`src/design/luma_cost_defs.svh`:
```
// Luma mode decision: shared width and size constants

`ifndef LUMA_COST_DEFS_SVH
`define LUMA_COST_DEFS_SVH

// ----------------------------------------------------------------------
// Coefficient block geometry
// ----------------------------------------------------------------------

// Bits per signed coefficient
`define COEF_WIDTH 16

// Rows per block, coefficients per row
`define BLOCK_SIZE 16

// Candidate intra 16x16 modes
`define NUM_MODES 4

// Accumulated cost, wraps modulo 2^32
`define COST_WIDTH 32

`endif

```
`src/design/mode_pkg.sv`:
```
// Mode package: cost, mode and controller types of the mode search

`include "luma_cost_defs.svh"

package mode_pkg;

    // ------------------------------------------------------------------
    // Cost and mode numbers
    // ------------------------------------------------------------------

    // Sum of squares, unsigned and wrapping
    typedef logic [`COST_WIDTH-1:0] cost_t;

    // Candidate mode number
    typedef logic [$clog2(`NUM_MODES)-1:0] mode_idx_t;

    // Intra 16x16 luma prediction modes, in search order
    typedef enum mode_idx_t {
        vertical   = 0,
        horizontal = 1,
        dc         = 2,
        plane      = 3
    } intra16_mode_e;

    // Controller states
    typedef enum logic [1:0] {
        idle,
        load,
        run,
        compare
    } search_state_e;

    // Decision outcome
    typedef struct packed {
        mode_idx_t best_mode;
        cost_t     best_cost;
    } mode_result_t;

endpackage

```
`src/design/best_mode_tracker.sv`:
```
// Best mode tracker: keeps the lowest cost seen in a search and its mode

`include "luma_cost_defs.svh"

module best_mode_tracker (
    input  logic                   clk,
    input  logic                   rst_n,
    input  logic                   update,
    input  mode_pkg::mode_idx_t    mode_idx,
    input  mode_pkg::cost_t        cost,
    output mode_pkg::mode_result_t result
);

    import mode_pkg::*;

    logic first_mode;
    logic lower;
    logic take;

    // The first mode always seeds the search
    assign first_mode = (mode_idx == mode_idx_t'(vertical));

    // Strict compare, so a tie keeps the earlier mode
    assign lower = (cost < result.best_cost);

    assign take = update && (first_mode || lower);

    // ------------------------------------------------------------------
    // Result register
    // ------------------------------------------------------------------

    always_ff @(posedge clk or negedge rst_n) begin
        if (!rst_n) begin
            result <= '0;
        end else if (take) begin
            result.best_mode <= mode_idx;
            result.best_cost <= cost;
        end
    end

endmodule

```
`config.mk`:
```
export PLATFORM = sky130hd
export DESIGN_NAME = best_mode_tracker
export DESIGN_NICKNAME = d
export VERILOG_FILES = /design/src/design/mode_pkg.sv /design/src/design/best_mode_tracker.sv
export VERILOG_INCLUDE_DIRS = /design/src /design/src/design
export SDC_FILE = /design/constraint.sdc
export NUM_CORES = 1
export LEC_CHECK = 0
export ABC_CLOCK_PERIOD_IN_PS = 4100
export BUFFER_PORTS_ARGS = -buffer_cell sky130_fd_sc_hd__buf_2
export CORE_UTILIZATION = 54
export CTS_CLUSTER_DIAMETER = 200
export DETAILED_ROUTE_END_ITERATION = 10
export PLACE_DENSITY_LB_ADDON = 0.1
export SKIP_LAST_GASP = 1
export SLEW_MARGIN = 10
export SYNTH_ARGS = -nofsm -noshare
export SYNTH_HDL_FRONTEND = slang
export SYNTH_SLANG_ARGS = --single-unit
```
`constraint.sdc`:
```
create_clock -name clk -period 4.1 [get_ports clk]
set_clock_uncertainty 0.2 [all_clocks]
set_input_delay 0.82 -clock clk [delete_from_list [all_inputs] [get_ports clk]]
set_output_delay 0.82 -clock clk [all_outputs]
set_load 0.01 [all_outputs]
```
==> run_results.csv, run 1 <==
group,metric,value,unit
synthesis,netlist-cell-type-count,28,
routing,wl,4.24,mm
die,start_util,57.2,%
synthesis,synth-seq-cells,34,
place,io_buffers,70,
critical_path,cp_slowest_cell,"mux2_2",
clock_tree,path_clk_slew,80,ps
synthesis,synth_flop_cell,"dfrtp_1",
die,die_w,64.9,µm
sta,worstMarginPinSlew,774,ps
cells_and_area,largest_register,"result",
critical_path,crit_fanout,20,
routing,drtPass1Iterations,4,
routing,viasPerCell,5.21,
critical_path,critPathMaxStageDelay,380,ps
clock_tree,postCtsResizedCells,0,
critical_path,worstPathCellList,"buf_2 > ha_1 > and4_2 > a221oi_1 > nand3_2 > a31oi_4 > buf_4 > mux2_2",
synthesis,async_reset_ff_share,100,%
cells_and_area,reg.largest.list,"result (34)",
synthesis,syn_avg_cell_area,11.1,µm²
clock_tree,clock_path_buffers,2,
routing,vias,1651,
clock_tree,htreeDepth,2,
cells_and_area,finalCoreUtilization,70.5,%
die,io_pins,71,
die,rows,22,
synthesis,syn_inst,192,
routing,wl_per_cell,13.4,µm
synthesis,synth-edff-count,0,
grt,grt_use_total,22.2,%
critical_path,worstPathArrival,2920,ps
clock_tree,cts_made_buffers,5,
routing,antenna_left,0,
place,dp_hpwl,3.29,mm
clock_tree,clk_latency,290,ps
clock_tree,cts_hold_buf,0,
synthesis,yosys-top-cells-count,"35 x inv_1, 34 x dfrtp_1, 31 x ha_1",
synthesis,ys_seq_area_share,39.8,%
grt,grt_overflow_total,0,
sta,fmax,340,MHz
critical_path,worst_setup_path_start_kind,"input pin",
die,core-area,0.00374,mm²
clock_tree,cts-root-buf,"clkbuf_8",
status,outcome,"finished clean",
run,cap_violations,0,
sta,slew_viol_final,0,
die,dieArea,0.00422,mm²
critical_path,path_class,"in -> reg",
grt,antenna_found_initial,0,
clock_tree,post_cts_buffers,0,
cells_and_area,areaGrowthSynthToFinish,23.4,%
critical_path,worstPathRequired,4080,ps
place,gp_congestion,0.818,
grt,grt_pass1_wl,7.04,mm
cells_and_area,largest_reg_flops,34,
sta,post-route-period-util,71.8,%
worst_hold_path,hold_path.class,"reg -> reg",
cells_and_area,drive_above_1_share,43.9,%
routing,drt_iter0_drc,55,
sta,hold_viol,0,
synthesis,ys_warn_count,0,
die,die_h,64.9,µm
clock_tree,cts_tree,"built",
cells_and_area,layout.nets,336,
synthesis,synth.most_common_cell,"inv_1",
grt,grt_max_degree,35,
power,p_per_area,695,mW/mm²
synthesis,syn_area,0.00214,mm²
sta,rsz0062_at_grt,"false",
sta,relSlewSlack,48.4,%
clock_tree,clock-sinks,34,
synthesis,yosys.area.top_type,"dfrtp_1",
critical_path,reg2reg_setup_slack,1390,ps
synthesis,yosysTopAreaCellShare,39.8,%
cells_and_area,diodes,0,
synthesis,yosys-top-cells-area,"dfrtp_1 40%, ha_1 18%, mux2_2 15%, inv_1 6.1%, a21oi_1 3.0%",
power,ir_worst_vdd,0.402,mV
routing,drc,0,
power,leakagePower,0.00141,µW
grt,grt_pass1_vias,1639,
sta,setup_tns,0,ps
power,finalPower,1830,µW
sta,min_period,2940,ps
synthesis,syn-num-nets,260,
critical_path,crit_path_end_kind,"flop",
sta,finalSetupViolations,0,
layer usage:
metal	vias up	part of all wire, %	wire length, µm	global-route usage (%)
li1	828	-	-	-
met1	765	46	1940	27.4
met2	47	47	2000	36.7
met3	11	5.0	214	5.63
met4	0	2.0	85	9.17
met5	-	0	0	0
cells by family after synthesis:
family / after synthesis / synth area share (%)
AND/OR/NAND/NOR: 26 / 7.25
adder cells (fa/ha/maj): 31 / 18.1
buffers and inverters: 38 / 7.72
AO/OA/AOI/OAI: 31 / 9.77
multiplexers: 32 / 17.4
flip-flops: 34 / 39.8
final timing paths:
path,endpoint,cells past startpoint,start
min reg2reg,result[24],1,result[24]
min,result[24],1,result[24]
max in group asynchronous,result[29],1,rst_n
min in group asynchronous,result[19],1,rst_n
max reg2reg,result[11],8,result[14]
max,result[11],8,cost[14]
cell usage in the layout, fill, tap and decap left out, drive strengths merged:
cell type	count
buf	72
inv	35
dfrtp	34
mux2	32
ha	31
a21oi	13
nand2	8
o21ai	5
nand4	5
clkbuf	5
nand3	4
nor2	3
a2111oi	3
a211oi	3
clkinv	2
a31oi	2
or2	1
and4	1
a221oi	1
nand2b	1
nand4b	1
nor4	1
o21a	1
a2bb2oi	1
nor3	1
a21boi	1
a211o	1
bufinv	1
per-stage QoR:
step                      hold WS (ps)  worst slack (ps)  cells  instance area [µm²]
after floorplan                    324              1200    192                 2140
after global placement             310               877    309                 2530
after detailed placement           313               860    309                 2530
after CTS                          328              1140    317                 2640
after global routing               351              1010    317                 2640
final                              330              1160    317                 2640
final cells by class:
class,count,area [µm²]
clock buffers,5,68.8
fillers,308,1100
well taps,48,60.1
inverters,35,131
repair buffers,72,365
clock inverters,3,40.0
flip-flops and latches,34,851
multi-input cells,120,1120
where the power goes:
group          switching, µW  internal [µW]
Combinational            464            452
Clock                    126            179
Sequential               116            497
critical path, delay by kind of cell:
family          cells  cell delay (ps)
fa+ha+maj           1              320
buf+inv             2              410
compound gates      2              520
simple gates        2              460
mux                 1              380
Note: power is estimated with default switching activity, not from simulation.
==> run 2, diff against run 1 <==
- ABC_AREA: not set -> 1
- ABC_CLOCK_PERIOD_IN_PS: 4100 -> 2950
- CORE_UTILIZATION: 54 -> 51
- clock period: 4.1 -> 2.95 ns (I/O delays scaled with it)
==> run_results.csv, run 2 <==
group,metric,value,unit
status,outcome,"finished clean",
sta,hold_viol,0,
sta,min_period,2340,ps
synthesis,netlist-cell-type-count,18,
critical_path,crit_path_end_kind,"flop",
routing,viasPerCell,4.89,
synthesis,syn_inst,282,
critical_path,r2r-end,"result[2]",
critical_path,critPathMaxStageDelay,300,ps
grt,antenna_found_initial,0,
sta,rsz0062_at_grt,"false",
grt,grt_pass1_wl,7.58,mm
clock_tree,post_cts_buffers,0,
cells_and_area,num-fill-cells,369,
sta,setup_tns,0,ps
die,start_util,53.8,%
power,p_per_area,962,mW/mm²
critical_path,worstPathCellList,"buf_2 > ha_1 > a21oi_1 > nor2_1 > nor3_1 > nand2_1 > nand2_1 > nand2_1 > nand2_1 > nand2_2 > nand2_4 > nand2_4 > nand2_1 > nand2_1",
synthesis,synth-edff-count,0,
critical_path,worst_setup_path_start_kind,"input pin",
clock_tree,clock_path_buffers,2,
sta,worstMarginPinSlew,764,ps
synthesis,yosys.area.top_type,"dfrtp_1",
sta,slew_viol_final,0,
die,core-area,0.00406,mm²
die,die_w,67.5,µm
cells_and_area,register_area,851,µm²
place,gp_congestion,0.822,
cells_and_area,reg.largest.list,"result (34)",
cells_and_area,final_cell_mix,"97 x nand2_1, 70 x buf_2, 39 x inv_1, 36 x nand3_1, 34 x dfrtp_1",
critical_path,reg2reg_setup_slack,610,ps
grt,grt_use_total,22.4,%
synthesis,ys_warn_count,0,
place,io_buffers,70,
cells_and_area,diodes,0,
synthesis,synth.most_common_cell,"nand2_1",
synthesis,yosys-top-cells-area,"dfrtp_1 39%, ha_1 18%, nand2_1 17%, nand3_1 8.2%, inv_1 6.7%",
critical_path,worstPathArrival,2310,ps
critical_path,r2r-start,"result[5]",
routing,drtPass1Iterations,4,
critical_path,worst_r2r_path_depth,14,
routing,antenna_left,0,
critical_path,cp_slowest_cell,"ha_1",
grt,grt_overflow_total,0,
die,dieArea,0.00455,mm²
cells_and_area,multi_input_area,0.00112,mm²
routing,vias,1965,
grt,grt_pass1_vias,1783,
cells_and_area,largest_register,"result",
routing,wl_per_cell,11.5,µm
routing,drt_iter0_drc,72,
die,io_pins,71,
synthesis,syn_avg_cell_area,7.75,µm²
clock_tree,path_clk_slew,70,ps
synthesis,async_reset_ff_share,100,%
sta,setup_ws,610,ps
critical_path,path_class,"in -> reg",
clock_tree,clock-sinks,34,
routing,wl,4.61,mm
cells_and_area,drive_above_1_share,23.6,%
cells_and_area,areaGrowthSynthToFinish,20.5,%
clock_tree,cts_hold_buf,0,
cells_and_area,largest_reg_flops,34,
critical_path,crit_fanout,34,
critical_path,worstPathRequired,2920,ps
power,ir_worst_vdd,0.432,mV
die,rows,23,
cells_and_area,final_common_cell,"nand2_1",
critical_path,crit_end,"result[2]",
clock_tree,postCtsResizedCells,0,
clock_tree,clk_latency,280,ps
die,die_h,67.5,µm
grt,grt_max_degree,35,
clock_tree,htreeDepth,2,
synthesis,synth_flop_cell,"dfrtp_1",
worst_hold_path,hold_path.class,"in -> async",
synthesis,yosys-top-cells-count,"97 x nand2_1, 39 x inv_1, 36 x nand3_1",
synthesis,yosysTopAreaCellShare,38.9,%
synthesis,synth-seq-cells,34,
synthesis,syn-num-nets,350,
critical_path,crit_top_cell,"nand2_1",
power,leakagePower,0.00160,µW
sta,post-route-period-util,79.3,%
place,dp_slack,320,ps
critical_path,cp-startpoint,"cost[5]",
synthesis,ys_seq_area_share,38.9,%
sta,fmax,427,MHz
cells_and_area,layout.nets,419,
sta,finalSetupViolations,0,
synthesis,syn_area,0.00218,mm²
clock_tree,cts_made_buffers,5,
clock_tree,cts-root-buf,"clkbuf_8",
run,cap_violations,0,
place,dp_hpwl,3.35,mm
routing,drc,0,
sta,relSlewSlack,49.1,%
clock_tree,cts_tree,"built",
==> run 2: changes by cell type after synthesis, moves of 4 or more <==
cell / delta
nand2_1: +89
nand4_1: -4
mux2_2: -29
inv_1: +4
nor2_1: +5
nand3_1: +33
clkbuf_1: +4
==> run 2: layer usage <==
| layer | share of wire (%) | global-route usage, % | vias up |
|---|---|---|---|
| li1 | - | - | 1034 |
| met5 | 0 | 0 | - |
| met2 | 50 | 38.5 | 51 |
| met3 | 5.9 | 5.91 | 2 |
| met4 | 0.59 | 6.65 | 0 |
| met1 | 44 | 27.2 | 878 |
==> run 2: layout make-up <==
class                   count  share of cell area (%)
multi-input cells         199                    42.4
flip-flops and latches     34                    32.3
repair buffers             72                    13.9
inverters                  39                    5.56
clock buffers               7                    3.28
well taps                  50                    2.38
clock inverters             1                   0.190
==> run 2: critical path, delay by kind of cell <==
family | cells | cell delay (ps)
and+or+nand+nor | 11 | 1160
adders and majority gates | 1 | 300
AOI/OAI and AO/OA | 1 | 140
buffers and inverters | 1 | 110
==> run 2: worst min-delay path by stage <==
stage / to / cells after the start
after floorplan: result[0] / 0
after global placement: result[21] / 2
after detailed placement: result[33] / 2
after global routing: result[10] / 1
after CTS: result[12] / 1
final: result[12] / 1
==> run 2: through the flow <==
stage,util [%],instance area [µm²],total power [µW],hold slack [ps],instances
finish,64.9,2630,2530,176,402
global route,64.9,2630,2820,230,402
detailed placement,62.6,2540,2190,271,394
floorplan,-,2180,1770,94.4,282
CTS,64.9,2630,2560,208,402
global placement,62.6,2540,2150,273,394
==> run 2: cells by family (layout without fill, tap and decap cells) <==
family / count (synthesis) / after routing / share of synthesized area [%]
AND/OR/NAND/NOR: 148 / 148 / 28.6
adder cells (fa/ha/maj): 31 / 31 / 17.8
buffers and inverters: 49 / 119 / 9.97
flip-flops: 34 / 34 / 38.9
AO/OA/AOI/OAI: 20 / 20 / 4.70
==> run 2: power by group <==
group          leakage [µW]  internal [µW]  switching (µW)
registers          0.000418            700             173
logic               0.00113            531             770
clock network     0.0000482            188             169
total               0.00160           1420            1110
