## src/design/luma_cost_defs.svh

```systemverilog
// Luma mode decision: shared width and size constants

`ifndef LUMA_COST_DEFS_SVH
`define LUMA_COST_DEFS_SVH

// ----------------------------------------------------------------------
// Coefficient block geometry
// ----------------------------------------------------------------------

// Bits per signed coefficient
`define COEF_WIDTH 16

// Rows per block, coefficients per row
`define BLOCK_SIZE 16

// Candidate intra 16x16 modes
`define NUM_MODES 4

// Accumulated cost, wraps modulo 2^32
`define COST_WIDTH 32

`endif

```

## src/design/coef_pkg.sv

```systemverilog
// Coefficient package: scalar, row and block types of the residual data

`include "luma_cost_defs.svh"

package coef_pkg;

    // ------------------------------------------------------------------
    // Scalar and row types
    // ------------------------------------------------------------------

    // One signed transform coefficient
    typedef logic signed [`COEF_WIDTH-1:0] coef_t;

    // One row of AC coefficients, element 0 in the low bits
    typedef coef_t [`BLOCK_SIZE-1:0] coef_row_t;

    // Row number inside a block
    typedef logic [$clog2(`BLOCK_SIZE)-1:0] row_idx_t;

    // ------------------------------------------------------------------
    // Block type
    // ------------------------------------------------------------------

    // Full residual block of one mode
    // dc[r] is the DC term that belongs to row r
    typedef struct packed {
        coef_row_t [`BLOCK_SIZE-1:0] ac;
        coef_row_t                   dc;
    } coef_block_t;

endpackage

```

## src/design/row_counter.sv

```systemverilog
// Row counter: steps through the sixteen coefficient rows of a block

`include "luma_cost_defs.svh"

module row_counter (
    input  logic               clk,
    input  logic               rst_n,
    input  logic               count_en,
    output coef_pkg::row_idx_t row,
    output logic               last_row
);

    import coef_pkg::*;

    localparam row_idx_t LAST = row_idx_t'(`BLOCK_SIZE - 1);

    // Wraps back to row 0 after the last row
    always_ff @(posedge clk or negedge rst_n) begin
        if (!rst_n) begin
            row <= '0;
        end else if (count_en) begin
            if (row == LAST) begin
                row <= '0;
            end else begin
                row <= row + row_idx_t'(1);
            end
        end
    end

    // Final row of the current pass
    assign last_row = count_en && (row == LAST);

endmodule

```

## config.mk

```make
export PLATFORM = sky130hd
export DESIGN_NAME = row_counter
export DESIGN_NICKNAME = d
export VERILOG_FILES = /design/src/design/coef_pkg.sv /design/src/design/row_counter.sv
export VERILOG_INCLUDE_DIRS = /design/src /design/src/design
export SDC_FILE = /design/constraint.sdc
export NUM_CORES = 1
export LEC_CHECK = 0
export BUFFER_PORTS_ARGS = -buffer_cell sky130_fd_sc_hd__buf_2
export CORE_AREA = 2 2 39 41
export DETAILED_ROUTE_END_ITERATION = 10
export DIE_AREA = 0 0 41 43
export GPL_TIMING_DRIVEN = 0
export PLACE_DENSITY = 0.3
export REMOVE_ABC_BUFFERS = 1
export SYNTH_ARGS = -nofsm -noshare
export SYNTH_HDL_FRONTEND = slang
export SYNTH_SLANG_ARGS = --single-unit
export TNS_END_PERCENT = 100
```

## constraint.sdc

```tcl
create_clock -name clk -period 2.2 [get_ports clk]
set_clock_uncertainty 0.2 [all_clocks]
set_input_delay 0.33 -clock clk [delete_from_list [all_inputs] [get_ports clk]]
set_output_delay 0.33 -clock clk [all_outputs]
set_load 0.05 [all_outputs]
```

==> results of run 1 <==
[cell families after synthesis]
logic type	Yosys count	synth area share (%)
fa+ha+maj	1	6.45
compound gates	4	15.5
mux	1	5.81
xor+xnor	1	4.52
simple gates	5	16.1
flops	4	51.6
[cells in the mapped netlist]
| master | instances |
|---|---|
| dfrtp_1 | 4 |
| a41oi_1 | 2 |
| nand2b_1 | 2 |
| a21o_1 | 1 |
| and3_1 | 1 |
| and4_1 | 1 |
| ha_1 | 1 |
| mux2_2 | 1 |
| nand2_1 | 1 |
| o21ai_0 | 1 |
| xnor2_1 | 1 |
[worst paths after layout]
kind	slack, ns	endpoint	depth (start not counted)
worst max-delay path	0.35	last_row	3
worst min register to register	0.34	row[3]	1
min in group asynchronous	0.23	row[0]	2
max in group asynchronous	1.44	row[2]	2
worst max register to register	0.88	row[3]	3
worst min-delay path	0.22	row[3]	2
[stage by stage]
step	hold slack [ns]	area [um^2]	utilization, %	std cells
after CTS	0.211	282	20.3	43
after global routing	0.241	282	20.3	43
after global placement	-0.0537	249	18.0	39
after floorplan	-0.166	194	-	16
final	0.215	282	20.3	43
after detailed placement	-0.0535	249	18.0	39
[critical path: stages, from the launching register on]
cell and delay [ns]:
dfrtp_1 0.41, ha_1 0.23, and4_1 0.19, buf_2 0.25
[routing by layer]
metal / wire length [um] / vias to the layer above
li1: - / 85
met1: 193 / 76
met4: 0 / 0
met2: 162 / 6
met5: 0 / -
met3: 43 / 0
[cell type report]
cell class / count / area (um^2)
sequential: 4 / 100
timing repair buffer: 8 / 45.0
multi-input combinational: 12 / 93.8
fill: 151 / 1100
clock buffer: 3 / 22.5
tap: 16 / 20.0
==> flow_summary.toml, run 1 <==
[status]
status = "finished clean"

[timing]
min_period_over_period_pct = 84.1
tightest_slew_ns = 0.251
max_slew_margin_pct = 83.4
fmax_ghz = 0.540
hold_viol_final = 0
timing.final.ws_setup_ns = 0.349
fin_setup_tns_ns = 0
setup_viol = 0
min_period_ns = 1.85
rsz0062_at_grt = "false"
drv_slew = 0

[routing]
avgViaCountPerCell = 3.88
post-route-drc-count = 0
drt-pass1-iter-count = 2
wl_um = 399
via_count = 167
wl_per_cell_um = 9.28
ant_nets = 0
first_iter_violations = 4

[grt]
grt_max_degree = 8
grt_use_total_pct = 6.44
gr-usage-met1_pct = 9.71
grt-busiest-layer = "met1"
grt_first_pass_wirelength_um = 703
gr-total-overflow = 0
antenna_found_initial = 0
grt_pass1_vias = 166
grt_use_met3_pct = 3.14
use_met2_pct = 5.94

[clocking]
cts_buffers = 3
post_cts_buffers = 0
clk_pin_slew_ns = 0.04
cts_root_buf = "clkbuf_4"
htreeDepth = 1
clock_latency_ns = 0.23
cts_tree = "done"
holdBufCountCts = 1
clockBufferDepth = 2
cts_num_sinks = 4
cts_resized = 0

[floorplanning]
ioPinCount = 8
die_w_um = 41
start_util_pct = 14.0
die_area_um2 = 1760
fp.coreArea_um2 = 1380
fp-row-count = 14
fp.dieH_um = 43

[synth]
synth_area_um2 = 194
syn_area_per_cell_um2 = 12.1
yosys_register_bits = 4
ys_seq_area_share_pct = 51.6
synthTopCellsByArea = "dfrtp_1 (52%), a41oi_1 (9.0%), ha_1 (6.5%)"
ys_warn_count = 0
synth_cells = 16
synth_top_area_share_pct = 51.6
yosys.area.top_type = "dfrtp_1"
ys_types = 11

[finish]
top_register = "row"
area_delta_synth_final_pct = 45.2
final_common_cell = "buf_2"
reg.largest.list = "row (4)"
nets = 33
layout_common_cells = "buf_2 (7), dfrtp_1 (4), clkbuf_4 (3)"
antennaDiodeCount = 0
largest_reg_flops = 4
drive_gt1_share_pct = 40.7

[worst_setup_path]
crit_fanout = 6
cp-startpoint = "row[0]"
worstSetupPathType = "reg -> out"
r2r-start = "row[0]"
start_kind = "register"
cp.arrival_ns = 1.32
cp.required_ns = 1.67
cp-end-kind = "primary output"

[hold_path]
min_from = "count_en"
hp-class = "in -> reg"

[placed_design]
hpwl_um = 314
gp_congestion = 0.673
post-place-ws_ns = 0.584
io_buffers = 7

[job]
drv_cap = 0
Power of run 1 is left out: the tool's default activity adds up to more than one toggle a clock period on the data nets, which glitch-free logic cannot reach.
==> run 2: changes to the inputs <==
clock period = 1.6 ns   (was 2.2 ns; I/O delays follow)
==> flow_summary.toml, run 2 (synthesized netlist as in run 1, its figures left out) <==
[finish]
design_area_um2 = 320
layout_common_cells = "buf_2 (6), buf_4 (4), dfrtp_1 (4)"
top_register = "row"
drive_gt1_share_pct = 51.6
nets = 37
area_delta_synth_final_pct = 65.2
antennaDiodeCount = 0
reg.largest.list = "row (4)"
ff_latch_area_um2 = 100
multiInputGateArea_um2 = 96.3
final_common_cell = "buf_2"
largest_reg_flops = 4
n_fill_cell = 154

[placed_design]
place_area_um2 = 249
post-place-ws_ns = 0.0742
io_buffers = 7
hpwl_um = 314
gp_congestion = 0.673

[floorplanning]
die_w_um = 41
fp.coreArea_um2 = 1380
fp-row-count = 14
ioPinCount = 8
fp.dieH_um = 43
start_util_pct = 14.0
die_area_um2 = 1760

[power_and_ir_drop]
p_per_area_nw_per_um2 = 2280
power_leakage_uw = 0.000155
power_uw = 729
vdd_drop_max_mv = 0.622

[worst_setup_path]
cp.arrival_ns = 1.15
max_stage_delay_ns = 0.38
r2r-start = "row[0]"
crit_fanout = 2
start_kind = "register"
critPathSlowestCell = "dfrtp_1"
path_cells = "ha_2, and4_1, buf_6"
worstSetupPathType = "reg -> out"
rr_worst_depth = 5
cp-end-kind = "primary output"
cp.required_ns = 1.16
cp-startpoint = "row[0]"

[routing]
avgViaCountPerCell = 3.94
ant_nets = 0
first_iter_violations = 7
via_count = 185
wl_per_cell_um = 9.68
wl_um = 455
drt-pass1-iter-count = 3
post-route-drc-count = 0

[grt]
grt_pass1_vias = 187
grt_first_pass_wirelength_um = 793
grt_use_total_pct = 7.14
gr-total-overflow = 0
grt_max_degree = 8
antenna_found_initial = 0

[timing]
tightest_slew_ns = 0.251
setup_viol = 0
fmax_ghz = 0.629
max_slew_margin_pct = 83.4
min_period_over_period_pct = 99.3
hold_slack_ns = 0.130
timing.final.ws_setup_ns = 0.0111
drv_slew = 0
min_period_ns = 1.59
rsz0062_at_grt = "true"
hold_viol_final = 0

[hold_path]
hp-class = "in -> reg"
min_delay_path_depth = 2
min_from = "count_en"

[clocking]
clockBufferDepth = 2
htreeDepth = 1
clock_latency_ns = 0.23
cts_num_sinks = 4
cts_tree = "done"
clk_pin_slew_ns = 0.04
cts_buffers = 3
cts_root_buf = "clkbuf_4"

[status]
status = "finished clean"

[job]
drv_cap = 0
run 2: cell count changes in the layout (fill, tap and decap cells not counted):
| cell | delta |
|---|---|
| buf_2 | -1 |
| buf_4 | +4 |
| buf_6 | +1 |
| ha_1 | -1 |
| ha_2 | +1 |
run 2: layer usage:
metal	vias to the layer above	track usage, %	part of all wire (%)
met5	-	0	0
li1	94	-	-
met2	6	7.50	42
met3	0	3.14	8.8
met1	85	10.4	49
met4	0	6.00	0
run 2: what timing repair did:
| action | CTS | global route |
|---|---|---|
| pin swaps | 1 | 1 |
| resized for setup | 3 | 0 |
| hold buffers | 1 | 0 |
| endpoints found under the setup margin | 1 | 1 |
| buffers inserted | 3 | 1 |
| hold endpoints to repair | 4 | 0 |
run 2: worst paths after layout:
check,to,slack (ns)
max,last_row,0.01
min,row[3],0.13
max reg2reg,row[3],0.15
min reg2reg,row[3],0.34
max in group asynchronous,row[2],0.93
min in group asynchronous,row[0],0.14
run 2: cell type report:
type | count | area share, %
tap | 16 | 6.25
timing repair buffer | 12 | 25.4
multi-input combinational | 12 | 30.1
sequential | 4 | 31.3
clock buffer | 3 | 7.03
run 2: critical path: cells and delay by family (launching register included):
| kind | cells | cell delay, ns |
|---|---|---|
| DFF | 1 | 0.38 |
| adders and majority gates | 1 | 0.20 |
| and+or+nand+nor | 1 | 0.19 |
| buffers and inverters | 1 | 0.15 |
run 2: report_power, final:
group	switching (uW)	leakage, uW	internal (uW)
registers	45.1	0.0000472	149
logic	263	0.0000943	149
clock network	39.5	0.0000138	83.8
run 2: metrics by stage:
| stage | TNS, ns | util, % | instances |
|---|---|---|---|
| after global placement | 0 | 18.0 | 39 |
| after floorplan | -0.282 | - | 16 |
| after CTS | 0 | 22.6 | 46 |
| final | 0 | 23.1 | 47 |
| after detailed placement | 0 | 18.0 | 39 |
| after global routing | -0.0418 | 23.1 | 47 |
Note: power is estimated with default switching activity, not from simulation.
==> run 3: changes to the inputs <==
CORE_AREA = 4 4 41 43   (was 2 2 39 41)
DIE_AREA = 0 0 45 47   (was 0 0 41 43)
REMOVE_ABC_BUFFERS = unset   (was 1)
clock period = 2 ns   (was 1.6 ns; I/O delays follow)
==> flow_summary.toml, run 3 (synthesized netlist as in run 1, its figures left out) <==
[timing]
min_period_over_period_pct = 93.1
setup_viol = 0
hold_slack_ns = 0.172
fin_setup_tns_ns = 0
drv_slew = 0
max_slew_margin_pct = 83.4
tightest_slew_ns = 0.251
fmax_ghz = 0.537
min_period_ns = 1.86
rsz0062_at_grt = "false"
hold_viol_final = 0

[finish]
top_register = "row"
final_core_util_pct = 21.5
area_delta_synth_final_pct = 44.5
reg.largest.list = "row (4)"
largest_reg_flops = 4
final_cells = 42
antennaDiodeCount = 0
nets = 33
final_common_cell = "buf_2"
layout_common_cells = "buf_2 (7), dfrtp_1 (4), clkbuf_4 (3)"
drive_gt1_share_pct = 40.7

[power_and_ir_drop]
p_switching_uw = 274
vdd_drop_max_mv = 0.396
p_comb_share_pct = 49.6
p_clk_share_pct = 19.2
p_per_area_nw_per_um2 = 1930
power_leakage_uw = 0.000136
p_int_uw = 267
p_seq_share_pct = 31.2
sw_frac_of_total_pct = 50.6

[placed_design]
gp_congestion = 0.665
place_inst = 38
io_buffers = 7
hpwl_um = 367

[routing]
via_count = 170
first_iter_violations = 0
ant_nets = 0
wl_per_cell_um = 11.9
wl_um = 498
drt-pass1-iter-count = 1
avgViaCountPerCell = 4.05
post-route-drc-count = 0

[clocking]
holdBufCountCts = 1
htreeDepth = 1
clock_latency_ns = 0.24
post_cts_buffers = 0
cts_buffers = 3
cts_resized = 0
clockBufferDepth = 2
clk_pin_slew_ns = 0.04
cts_root_buf = "clkbuf_4"
cts_num_sinks = 4
cts_tree = "done"

[status]
status = "finished clean"

[grt]
gr-total-overflow = 0
antenna_found_initial = 0
grt_max_degree = 8
gr-usage-met1_pct = 5.06
grt-busiest-layer = "met4"
grt_first_pass_wirelength_um = 772
use_met2_pct = 7.63
grt_use_total_pct = 5.95
grt_use_met3_pct = 3.07
grt_pass1_vias = 179

[worst_setup_path]
max_stage_delay_ns = 0.43
cp.arrival_ns = 1.36
cp_num_buf_inv = 1
path_delay_family = "flip-flops"
cp.required_ns = 1.50
worstSetupPathType = "reg -> out"
cp-end-kind = "primary output"
start_kind = "register"
path_cells = "ha_1, and4_1, buf_2"
rrSetupSlack_ns = 0.67
critPathSlowestCell = "dfrtp_1"
crit_fanout = 6

[floorplanning]
die_w_um = 45
fp.dieH_um = 47
die_area_um2 = 2120
ioPinCount = 8
fp-row-count = 13
start_util_pct = 14.9
fp.coreArea_um2 = 1300

[synth]
syn_nets = 20

[hold_path]
hp-class = "in -> reg"

[job]
drv_cap = 0
run 3: cell count changes in the layout (fill, tap and decap cells not counted):
| cell | change |
|---|---|
| buf_6 | -1 |
| ha_2 | -1 |
| ha_1 | +1 |
| buf_2 | +1 |
| buf_4 | -4 |
run 3: power groups by stage:
stage | combinational [uW] | clock [uW] | sequential [uW]
after global placement | 269 | 0 | 169
after detailed placement | 272 | 0 | 170
final | 268 | 104 | 169
after global routing | 288 | 114 | 174
after CTS | 274 | 109 | 169
after floorplan | 78.6 | 0 | 292
run 3: final cells by class:
type / instances / area [um^2]
fillers: 156 / 1020
flip-flops and latches: 4 / 100
multi-input cells: 12 / 93.8
repair buffers: 8 / 45.0
clock buffers: 3 / 22.5
well taps: 15 / 18.8
run 3: path summary, 6_finish.rpt:
path	endpoint	startpoint	cells after the start
worst max-delay path	last_row	row[0]	3
worst min-delay path	row[3]	count_en	2
worst max register to register	row[3]	row[0]	3
worst min register to register	row[3]	row[3]	1
max in group asynchronous	row[1]	rst_n	2
min in group asynchronous	row[2]	rst_n	2
run 3: worst register-to-register path, delay by kind of cell, from the launching register on:
| kind | cells | cell delay [ns] |
|---|---|---|
| fa+ha+maj | 1 | 0.27 |
| flops | 1 | 0.43 |
| compound gates | 2 | 0.35 |
run 3: per-stage QoR:
stage | instance area (um^2) | setup WS [ns] | power, uW
3_5_place_dp | 248 | 0.379 | 442
3_3_place_gp | 248 | 0.407 | 438
6_report | 280 | 0.138 | 541
4_1_cts | 280 | 0.121 | 552
2_1_floorplan | 194 | 0.0585 | 371
5_1_grt | 280 | 0.0602 | 576
run 3: per-layer routing:
metal / vias to the layer above / wire length, um
li1: 83 / -
met1: 80 / 209
met2: 5 / 228
met3: 2 / 50
met4: 0 / 9
met5: - / 0
