[config.mk]
export PLATFORM = sky130hd
export DESIGN_NAME = mode_search_fsm
export DESIGN_NICKNAME = d
export VERILOG_FILES = /design/src/design/mode_pkg.sv /design/src/design/mode_search_fsm.sv
export VERILOG_INCLUDE_DIRS = /design/src /design/src/design
export SDC_FILE = /design/constraint.sdc
export NUM_CORES = 1
export LEC_CHECK = 0
export ABC_CLOCK_PERIOD_IN_PS = 2540
export BUFFER_PORTS_ARGS = -buffer_cell sky130_fd_sc_hd__buf_2
export CAP_MARGIN = 0
export CORE_AREA = 2 2 39 41
export CTS_BUF_LIST = sky130_fd_sc_hd__clkbuf_8
export DETAILED_ROUTE_END_ITERATION = 8
export DIE_AREA = 0 0 41 43
export SYNTH_ARGS = -nofsm -noshare
export SYNTH_HDL_FRONTEND = slang
export SYNTH_SLANG_ARGS = --single-unit
export TNS_END_PERCENT = 20
[constraint.sdc]
create_clock -name clk -period 2.54 [get_ports clk]
set_input_delay 0.508 -clock clk [delete_from_list [all_inputs] [get_ports clk]]
set_output_delay 0.508 -clock clk [all_outputs]
set_load 0.01 [all_outputs]
[src/design/luma_cost_defs.svh]
// Luma mode decision: shared width and size constants

`ifndef LUMA_COST_DEFS_SVH
`define LUMA_COST_DEFS_SVH

// ----------------------------------------------------------------------
// Coefficient block geometry
// ----------------------------------------------------------------------

// Bits per signed coefficient
`define COEF_WIDTH 16

// Rows per block, coefficients per row
`define BLOCK_SIZE 16

// Candidate intra 16x16 modes
`define NUM_MODES 4

// Accumulated cost, wraps modulo 2^32
`define COST_WIDTH 32

`endif

[src/design/mode_pkg.sv]
// Mode package: cost, mode and controller types of the mode search

`include "luma_cost_defs.svh"

package mode_pkg;

    // ------------------------------------------------------------------
    // Cost and mode numbers
    // ------------------------------------------------------------------

    // Sum of squares, unsigned and wrapping
    typedef logic [`COST_WIDTH-1:0] cost_t;

    // Candidate mode number
    typedef logic [$clog2(`NUM_MODES)-1:0] mode_idx_t;

    // Intra 16x16 luma prediction modes, in search order
    typedef enum mode_idx_t {
        vertical   = 0,
        horizontal = 1,
        dc         = 2,
        plane      = 3
    } intra16_mode_e;

    // Controller states
    typedef enum logic [1:0] {
        idle,
        load,
        run,
        compare
    } search_state_e;

    // Decision outcome
    typedef struct packed {
        mode_idx_t best_mode;
        cost_t     best_cost;
    } mode_result_t;

endpackage

[src/design/mode_search_fsm.sv]
// Mode search controller: walks the four modes through load, run and compare

`include "luma_cost_defs.svh"

module mode_search_fsm (
    input  logic                clk,
    input  logic                rst_n,
    input  logic                start,
    input  logic                last_row,
    output logic                count_en,
    output logic                acc_clear,
    output logic                acc_en,
    output logic                update,
    output mode_pkg::mode_idx_t mode_idx,
    output logic                busy,
    output logic                done
);

    import mode_pkg::*;

    search_state_e state;
    search_state_e state_nxt;
    logic          last_mode;

    // Plane is searched last
    assign last_mode = (mode_idx == mode_idx_t'(plane));

    // ------------------------------------------------------------------
    // Next state
    // ------------------------------------------------------------------

    always_comb begin
        state_nxt = state;
        case (state)
            idle: begin
                if (start) begin
                    state_nxt = load;
                end
            end
            load: begin
                state_nxt = run;
            end
            run: begin
                // Counter flags row 15
                if (last_row) begin
                    state_nxt = compare;
                end
            end
            compare: begin
                state_nxt = last_mode ? idle : load;
            end
            default: begin
                state_nxt = idle;
            end
        endcase
    end

    // ------------------------------------------------------------------
    // State, mode number and done pulse
    // ------------------------------------------------------------------

    always_ff @(posedge clk or negedge rst_n) begin
        if (!rst_n) begin
            state    <= idle;
            mode_idx <= '0;
            done     <= 1'b0;
        end else begin
            state <= state_nxt;
            done  <= (state == compare) && last_mode;
            if ((state == idle) && start) begin
                mode_idx <= '0;
            end else if ((state == compare) && !last_mode) begin
                mode_idx <= mode_idx + mode_idx_t'(1);
            end
        end
    end

    // Strobes decoded from the state
    assign acc_clear = (state == load);
    assign acc_en    = (state == run);
    assign count_en  = (state == run);
    assign update    = (state == compare);
    assign busy      = (state != idle);

endmodule

==> results of run 1 <==
[per-stage QoR]
step / power (mW) / worst slack [ps] / area [sq um] / hold slack [ps] / utilization
after CTS: 0.606 / 855 / 438 / 85.5 / 0.316
after global routing: 0.657 / 759 / 438 / 90.6 / 0.316
after floorplan: 0.381 / 1010 / 325 / 212 / -
after detailed placement: 0.453 / 995 / 393 / 325 / 0.284
after global placement: 0.454 / 1010 / 393 / 324 / 0.284
final: 0.597 / 865 / 438 / 90.8 / 0.316
[cell type report]
cell class                 count  area share
multi-input combinational     19       0.414
timing repair buffer          11       0.126
clock buffer                   3      0.0943
tap                           16      0.0457
inverter                       3      0.0257
clock inverter                 1     0.00857
sequential                     5       0.286
[layout by cell type, fill, tap and decap left out, drive strengths merged]
master,n
clkbuf,3
or2,1
o31ai,1
inv,4
a21oi,2
buf,11
mux2i,1
nor2b,2
nor2,1
mux2,1
dfrtp,5
and2b,1
o41ai,1
and2,1
xnor2,1
ha,6
[routing by layer]
layer | up-vias | track usage | routed length (microns)
met5 | - | 0 | 0
met4 | 0 | 0.0800 | 24
met3 | 3 | 0.0471 | 58
met2 | 13 | 0.0906 | 211
met1 | 105 | 0.100 | 255
li1 | 118 | - | -
[where the power goes]
part / internal [mW] / switching (mW) / leakage, nW
clock: 0.104 / 0.0386 / 0.0269
sequential: 0.116 / 0.0343 / 0.0627
combinational: 0.156 / 0.148 / 0.152
[critical path, cell delays in order, from the launching register on]
cell,delay [ps]
dfrtp_1,420
inv_1,130
ha_1,220
inv_1,50
buf_2,130
[logic make-up after synthesis]
group | count (synthesis) | share of synthesized area
flops | 5 | 0.385
simple gates | 6 | 0.142
fa+ha+maj | 6 | 0.231
mux | 2 | 0.0769
xor+xnor | 1 | 0.0269
buf+inv | 4 | 0.0577
compound gates | 4 | 0.0808
[worst max-delay path by stage]
stage | endpoint | cells past startpoint | from
finish | busy | 4 | state[1]
global route | busy | 4 | state[1]
global placement | state[1] | 5 | state[0]
detailed placement | state[1] | 5 | state[0]
CTS | busy | 4 | state[1]
floorplan | state[1] | 5 | state[0]
[state kept, by name, indices dropped and copies added, names as in the netlist]
name,count
done,1
mode_idx,2
state,2
==> results_dict.tcl, run 1 <==
set metrics [dict create \
    status "finished clean" \
    hold_violations 0 \
    clock.fmax_mhz 597 \
    arrival_ps 1170 \
    slew_headroom 0.759 \
    yosys_warnings 0 \
    avgRoutedWirePerCell_microns 9.47 \
    rsz0062_at_grt "no" \
    setup_violations 0 \
    cts_sinks 5 \
    vias_per_cell 4.12 \
    rows 14 \
    drc 0 \
    fp.dieW_microns 41 \
    cts.path.max_buffers 2 \
    period_minus_slack_ps 1680 \
    h-tree-depth 1 \
    ant_nets 0 \
    clk_latency_ps 220 \
    die_h_microns 43 \
    diodes 0 \
    r2r_setup_slack_ps 990 \
    drtIter0Drc 2 \
    numPortBuffers 11 \
    fin_tns_setup_ps 0 \
    ys_seq_area_frac 0.385 \
    irDropWorstVdd_uv 484 \
    grt_pass1_vias 226 \
    reg2reg_depth 5 \
    yosys.cell_count.top_type "ha_1" \
    clockRootBuffer "clkbuf_8" \
    via_count 239 \
    floorplan.die_area_sq_um 1760 \
    ys.flop_type "dfrtp_1" \
    slew_viol_final 0 \
    worst_pin_slew_ps 361 \
    ys_types 16 \
    seq_area_sq_um 125 \
    place_hpwl_microns 421 \
    min_path_type "input port to asynchronous set/reset pin" \
    synth_seq_cells 5 \
    r2r-end "state[1]" \
    postCtsSetupBuffers 0 \
    layout.cells.non_filler 58 \
    antenna_found_initial 0 \
    synthesis.instances 28 \
    worstPathRequired_ps 2030 \
    clk_pin_slew_ps 30 \
    post-route-period-util 0.659 \
    clock_skew_ps 1.94 \
    synth_area_leaders "dfrtp_1 38%, ha_1 23%, mux2_4 4.6%" \
    netlist_area_sq_um 325 \
    post_cts_resized 0 \
    core_area_sq_um 1380 \
    syn_to_final_growth_pct 34.6 \
    synth_top_area_share 0.385 \
    fill_cells 143 \
    grt_remaining_overflow 0 \
    cts_tree "built" \
    criticalPathCategory "flop to output pin" \
    grt.total_usage 0.0814 \
    avgSynthCellArea_sq_um 11.6 \
    gp_congestion 0.731 \
    drive_gt1_frac 0.405 \
    place_inst 54 \
    async_reset_ff_frac 1.00 \
    grt_max_degree 6 \
    yosys.area.top_type "dfrtp_1" \
    maxCapViolCount 0 \
    grt_first_pass_wirelength_microns 869 \
    initial_utilization 0.235 \
    critPathCaptureType "output pin" \
    route.final.wire_length_microns 549 \
    dr.pass1.iters 2 \
    pin_count 12 \
    cts_made_buffers 3 \
    synthTopCellsByCount "6 x ha_1, 5 x dfrtp_1, 3 x inv_1" \
    cts_hold_buf 0 \
    powerDensity_nw_per_um2 1360 \
    worstSetupStartpointType "flop" \
    r2r_start "state[0]" \
    crit_fanout 5 \
    synth_edf_count 0 \
    p_leak_nw 0.242 \
    multi_input_area_sq_um 181 \
    syn-num-nets 38 \
    layout.nets 53 \
]
No activity file was read; power rests on OpenSTA's default activity.
==> run 2: changes to the inputs <==
--- a/config.mk
+++ b/config.mk
@@ -6,7 +6,8 @@
 export SDC_FILE = /design/constraint.sdc
 export NUM_CORES = 1
 export LEC_CHECK = 0
-export ABC_CLOCK_PERIOD_IN_PS = 2540
+export ABC_AREA = 1
+export ABC_CLOCK_PERIOD_IN_PS = 1400
 export BUFFER_PORTS_ARGS = -buffer_cell sky130_fd_sc_hd__buf_2
 export CAP_MARGIN = 0
 export CORE_AREA = 2 2 39 41
==> constraint.sdc (replaced) <==
create_clock -name clk -period 1.4 [get_ports clk]
set_input_delay 0.28 -clock clk [delete_from_list [all_inputs] [get_ports clk]]
set_output_delay 0.28 -clock clk [all_outputs]
set_load 0.01 [all_outputs]
==> results_dict.tcl, run 2 <==
set metrics [dict create \
    worstSetupStartpointType "flop" \
    core_area_sq_um 1380 \
    clock_skew_ps 2.99 \
    final_cell_area_sq_um 485 \
    p_comb_frac 0.536 \
    cts.path.max_buffers 2 \
    ant_nets 0 \
    r2r_start "state[0]" \
    async_reset_ff_frac 1.00 \
    wl_met2_microns 366 \
    reg.largest.list "mode_idx: 2 flops, state: 2 flops, done: 1 flops" \
    layout_common_cells "14 x nand2_1, 11 x buf_2, 8 x inv_1" \
    avgSynthCellArea_sq_um 7.62 \
    pin_count 12 \
    die_h_microns 43 \
    fp.dieW_microns 41 \
    layout_setup_ws_ps 39.5 \
    drtIter0Drc 5 \
    clockRootBuffer "clkbuf_8" \
    fin_tns_setup_ps 0 \
    irDropWorstVdd_uv 753 \
    drive_gt1_frac 0.328 \
    fill_cells 154 \
    cts_tree "built" \
    layout.nets 72 \
    floorplan.die_area_sq_um 1760 \
    power_mw 1.20 \
    status "finished clean" \
    synth_seq_cells 5 \
    syn_to_final_growth_pct 44.8 \
    grt_max_degree 6 \
    wl_met3_microns 48 \
    syn-num-nets 54 \
    powerDensity_nw_per_um2 2470 \
    seq_area_sq_um 125 \
    cell_internal_pwr_mw 0.688 \
    post-route-period-util 0.972 \
    place_hpwl_microns 544 \
    final_common_cell "nand2_1" \
    worstPathRequired_ps 1120 \
    synthesis.instances 44 \
    critPathCaptureType "output pin" \
    via_count 323 \
    initial_utilization 0.242 \
    min_to "mode_idx[0]" \
    period_minus_slack_ps 1360 \
    dr.max_layer_used "met4" \
    hold_start "start" \
    grt_first_pass_wirelength_microns 1060 \
    rows 14 \
    hold_violations 0 \
    slew_headroom 0.886 \
    antenna_found_initial 0 \
    ys_types 9 \
    yosys_warnings 0 \
    clk_pin_slew_ps 40 \
    met1_length_microns 311 \
    r2r_setup_slack_ps 250 \
    diodes 0 \
    postPlaceCellArea_sq_um 403 \
    synth_top_area_share 0.373 \
    p_clk_frac 0.229 \
    cts_sinks 5 \
    cts_made_buffers 3 \
    maxCapViolCount 0 \
    r2r-end "state[0]" \
    clock.fmax_mhz 735 \
    synth_area_leaders "dfrtp_1 37%, ha_1 22%, nand2_1 16%" \
    yosys.cell_count.top_type "nand2_1" \
    ys.flop_type "dfrtp_1" \
    multi_input_area_sq_um 181 \
    arrival_ps 1080 \
    ys_seq_area_frac 0.373 \
    yosys.area.top_type "dfrtp_1" \
    crit_fanout 4 \
    grt.total_usage 0.101 \
    clk_latency_ps 230 \
    pre_cts_slack_ps 208 \
    min_path_type "input port to flop" \
    setup_violations 0 \
    grt_remaining_overflow 0 \
    route.final.wire_length_microns 767 \
    dr.pass1.iters 4 \
    avgRoutedWirePerCell_microns 9.96 \
    h-tree-depth 1 \
    p_switching_mw 0.511 \
    netlist_area_sq_um 335 \
    drc 0 \
    whs_path_depth 4 \
    criticalPathCategory "flop to output pin" \
    gp_congestion 0.799 \
    reg2reg_depth 6 \
    synth_edf_count 0 \
    worst_pin_slew_ps 172 \
    p_leak_nw 0.297 \
    rsz0062_at_grt "no" \
    switching_share 0.426 \
    synthTopCellsByCount "14 x nand2_1, 9 x inv_1, 6 x ha_1" \
    vias_per_cell 4.19 \
    slew_viol_final 0 \
    seq_power_share 0.236 \
    grt_pass1_vias 282 \
    numPortBuffers 11 \
]
==> run 2: cell count changes in the layout (fill, tap and decap cells not counted), moves of 2 or more <==
cell	before	now
inv_2	0	2
a21oi_1	2	0
nand3_1	0	3
buf_4	0	2
nor2_1	1	4
inv_1	4	8
nand2_1	0	14
==> run 2: area by class of cell <==
cell class,count,area share
multi-input cells,29,0.374
flip-flops and latches,5,0.258
repair buffers,14,0.165
clock buffers,3,0.0851
inverters,9,0.0696
well taps,16,0.0412
clock inverters,1,0.00773
==> run 2: worst max-delay path by stage <==
stage | start | to | slack, ps
floorplan | state[0] | count_en | 250
global placement | state[0] | state[0] | 220
detailed placement | state[0] | busy | 210
CTS | state[0] | busy | 20
global route | state[0] | count_en | 6
finish | state[0] | acc_en | 40
==> run 2: repair_timing <==
action | 4_1_cts | 5_1_grt
hold buffers | 1 | 0
setup buffers | 0 | 2
endpoints found under the setup margin | 1 | 1
endpoints found under the hold margin | 5 | 0
pin swaps | 0 | 0
gates cloned | 0 | 0
resized for setup | 3 | 1
==> run 2: cell families after synthesis <==
kind of cell | count (synthesis) | synth area share
AND/OR/NAND/NOR | 22 | 0.265
AO/OA/AOI/OAI | 1 | 0.0149
buffers and inverters | 10 | 0.123
adder cells (fa/ha/maj) | 6 | 0.224
flip-flops | 5 | 0.373
==> run 2: layer usage <==
metal  vias up  track usage
met5         -            0
met4         0        0.120
met3         5       0.0314
met2        13        0.147
met1       142       0.0939
li1        163            -
==> run 2: worst max-delay path, cell delays in order, from the launching register on <==
cell,delay [ps]
dfrtp_1,410
inv_2,120
ha_1,190
buf_2,140
==> run 2: metrics by stage <==
step / hold WS (ps) / util / cells
2_1_floorplan: -15.6 / - / 44
3_3_place_gp: 103 / 0.291 / 70
3_5_place_dp: 109 / 0.291 / 70
4_1_cts: 324 / 0.333 / 75
5_1_grt: 343 / 0.351 / 77
6_report: 328 / 0.351 / 77
==> run 2: power groups by stage <==
stage / Sequential [mW] / Combinational, mW / Clock [mW]
after floorplan: 0.282 / 0.396 / 0
after global placement: 0.274 / 0.550 / 0
after detailed placement: 0.281 / 0.551 / 0
after CTS: 0.281 / 0.568 / 0.281
after global routing: 0.292 / 0.718 / 0.292
final: 0.283 / 0.642 / 0.274
==> run 3: changes to the inputs <==
--- a/config.mk
+++ b/config.mk
@@ -7,7 +7,7 @@
 export NUM_CORES = 1
 export LEC_CHECK = 0
 export ABC_AREA = 1
-export ABC_CLOCK_PERIOD_IN_PS = 1400
+export ABC_CLOCK_PERIOD_IN_PS = 1500
 export BUFFER_PORTS_ARGS = -buffer_cell sky130_fd_sc_hd__buf_2
 export CAP_MARGIN = 0
 export CORE_AREA = 2 2 39 41
==> constraint.sdc (replaced) <==
create_clock -name clk -period 1.5 [get_ports clk]
set_input_delay 0.3 -clock clk [delete_from_list [all_inputs] [get_ports clk]]
set_output_delay 0.3 -clock clk [all_outputs]
set_load 0.01 [all_outputs]
==> results_dict.tcl, run 3 (synthesis results as in run 2) <==
set metrics [dict create \
    status "finished clean" \
    gp_congestion 0.799 \
    cts_made_buffers 3 \
    hold_start "start" \
    reg.largest.list "mode_idx: 2 flops, state: 2 flops, done: 1 flops" \
    grt_max_degree 6 \
    cts.path.max_buffers 2 \
    crit_fanout 4 \
    drc 0 \
    worst_pin_slew_ps 155 \
    r2r_setup_slack_ps 330 \
    hold_violations 0 \
    irDropWorstVdd_uv 641 \
    floorplan.die_area_sq_um 1760 \
    grt.total_usage 0.101 \
    worstPathRequired_ps 1200 \
    final_common_cell "nand2_1" \
    post-route-period-util 0.955 \
    clk_latency_ps 220 \
    worstSetupStartpointType "flop" \
    cpMostUsedCell "inv_1" \
    rows 14 \
    initial_utilization 0.242 \
    slew_viol_final 0 \
    slowest_stage "dfrtp_1" \
    crit_cells 4 \
    antenna_found_initial 0 \
    grt_first_pass_wirelength_microns 1060 \
    h-tree-depth 1 \
    setup_violations 0 \
    cts_sinks 5 \
    numPortBuffers 11 \
    route.final.wire_length_microns 702 \
    crit_chain "inv_1 > ha_2 > inv_1 > buf_2" \
    arrival_ps 1130 \
    whs_path_depth 4 \
    clock_skew_ps 1.83 \
    period_minus_slack_ps 1430 \
    critPathCaptureType "output pin" \
    layout.nets 70 \
    r2r_start "state[0]" \
    min_path_type "input port to flop" \
    clk_pin_slew_ps 40 \
    clock.fmax_mhz 698 \
    vias_per_cell 4.17 \
    min_to "mode_idx[0]" \
    fp.dieW_microns 41 \
    fill_cells 151 \
    layout_common_cells "14 x nand2_1, 11 x buf_2, 10 x inv_1" \
    via_count 313 \
    drive_gt1_frac 0.271 \
    cpPeakStageDelay_ps 410 \
    place_hpwl_microns 544 \
    seq_area_sq_um 125 \
    pin_count 12 \
    critPathBufInv 3 \
    clockRootBuffer "clkbuf_8" \
    r2r-end "state[0]" \
    cts_tree "built" \
    core_area_sq_um 1380 \
    postPlaceCellArea_sq_um 403 \
    dr.pass1.iters 4 \
    diodes 0 \
    avgRoutedWirePerCell_microns 9.36 \
    reg2reg_depth 6 \
    drtIter0Drc 3 \
    powerDensity_nw_per_um2 2240 \
    die_h_microns 43 \
    maxCapViolCount 0 \
    ant_nets 0 \
    multi_input_area_sq_um 171 \
    syn_to_final_growth_pct 37.3 \
    grt_remaining_overflow 0 \
    final_cell_area_sq_um 460 \
    p_leak_nw 0.288 \
    fin_tns_setup_ps 0 \
    grt_pass1_vias 282 \
    slew_headroom 0.897 \
    critical-path-top-delay-family "flip-flops" \
    rsz0062_at_grt "no" \
    criticalPathCategory "flop to output pin" \
]
[run 3: cell count changes in the layout (fill, tap and decap cells not counted), sizes merged]
| cell | change |
|---|---|
| buf | -2 |
[run 3: worst max path at each step]
stage                     startpoint       end
after detailed placement    state[0]      busy
after floorplan             state[0]  count_en
after CTS                   state[0]      busy
after global routing        state[1]      busy
after global placement      state[0]      busy
final                       state[0]      busy
[run 3: cell type report]
| cell class | instances | area share |
|---|---|---|
| Clock buffer | 3 | 0.0897 |
| Clock inverter | 1 | 0.00815 |
| Tap cell | 16 | 0.0435 |
| Multi-Input combinational cell | 29 | 0.372 |
| Timing Repair Buffer | 12 | 0.141 |
| Sequential cell | 5 | 0.272 |
| Inverter | 9 | 0.0734 |
[run 3: worst register-to-register path, cell delays in order (launching register included)]
cell and delay (ps):
dfrtp_1 390, inv_1 110, ha_1 230, nand2_1 140
nand3_1 80, nand2_1 60, nand2_1 50
[run 3: through the flow]
step | setup WS, ps | hold WS, ps | cells | power (mW) | util
global route | 2.34 | 372 | 75 | 1.13 | 0.333
CTS | 54.4 | 344 | 75 | 1.04 | 0.331
global placement | 311 | 123 | 70 | 0.769 | 0.291
floorplan | 327 | 4.41 | 44 | 0.633 | -
finish | 67.2 | 354 | 75 | 1.03 | 0.333
detailed placement | 288 | 129 | 70 | 0.776 | 0.291
[run 3: metal layers]
metal,vias to the layer above,wire length (microns),track usage
li1,158,-,-
met1,139,301,0.0939
met2,12,342,0.147
met3,4,40,0.0314
met4,0,17,0.120
met5,-,0,0
[run 3: where the power goes]
group,leakage (nW),internal (mW),switching [mW]
Clock,0.0269,0.176,0.0764
Sequential,0.0622,0.198,0.0595
Combinational,0.199,0.217,0.304
Total,0.288,0.592,0.440
[run 3: what timing repair did]
action,in CTS,in global routing
buffers inserted,0,0
hold endpoints to repair,5,0
gates resized for setup,0,1
hold buffers,1,0
setup endpoints to repair,0,1
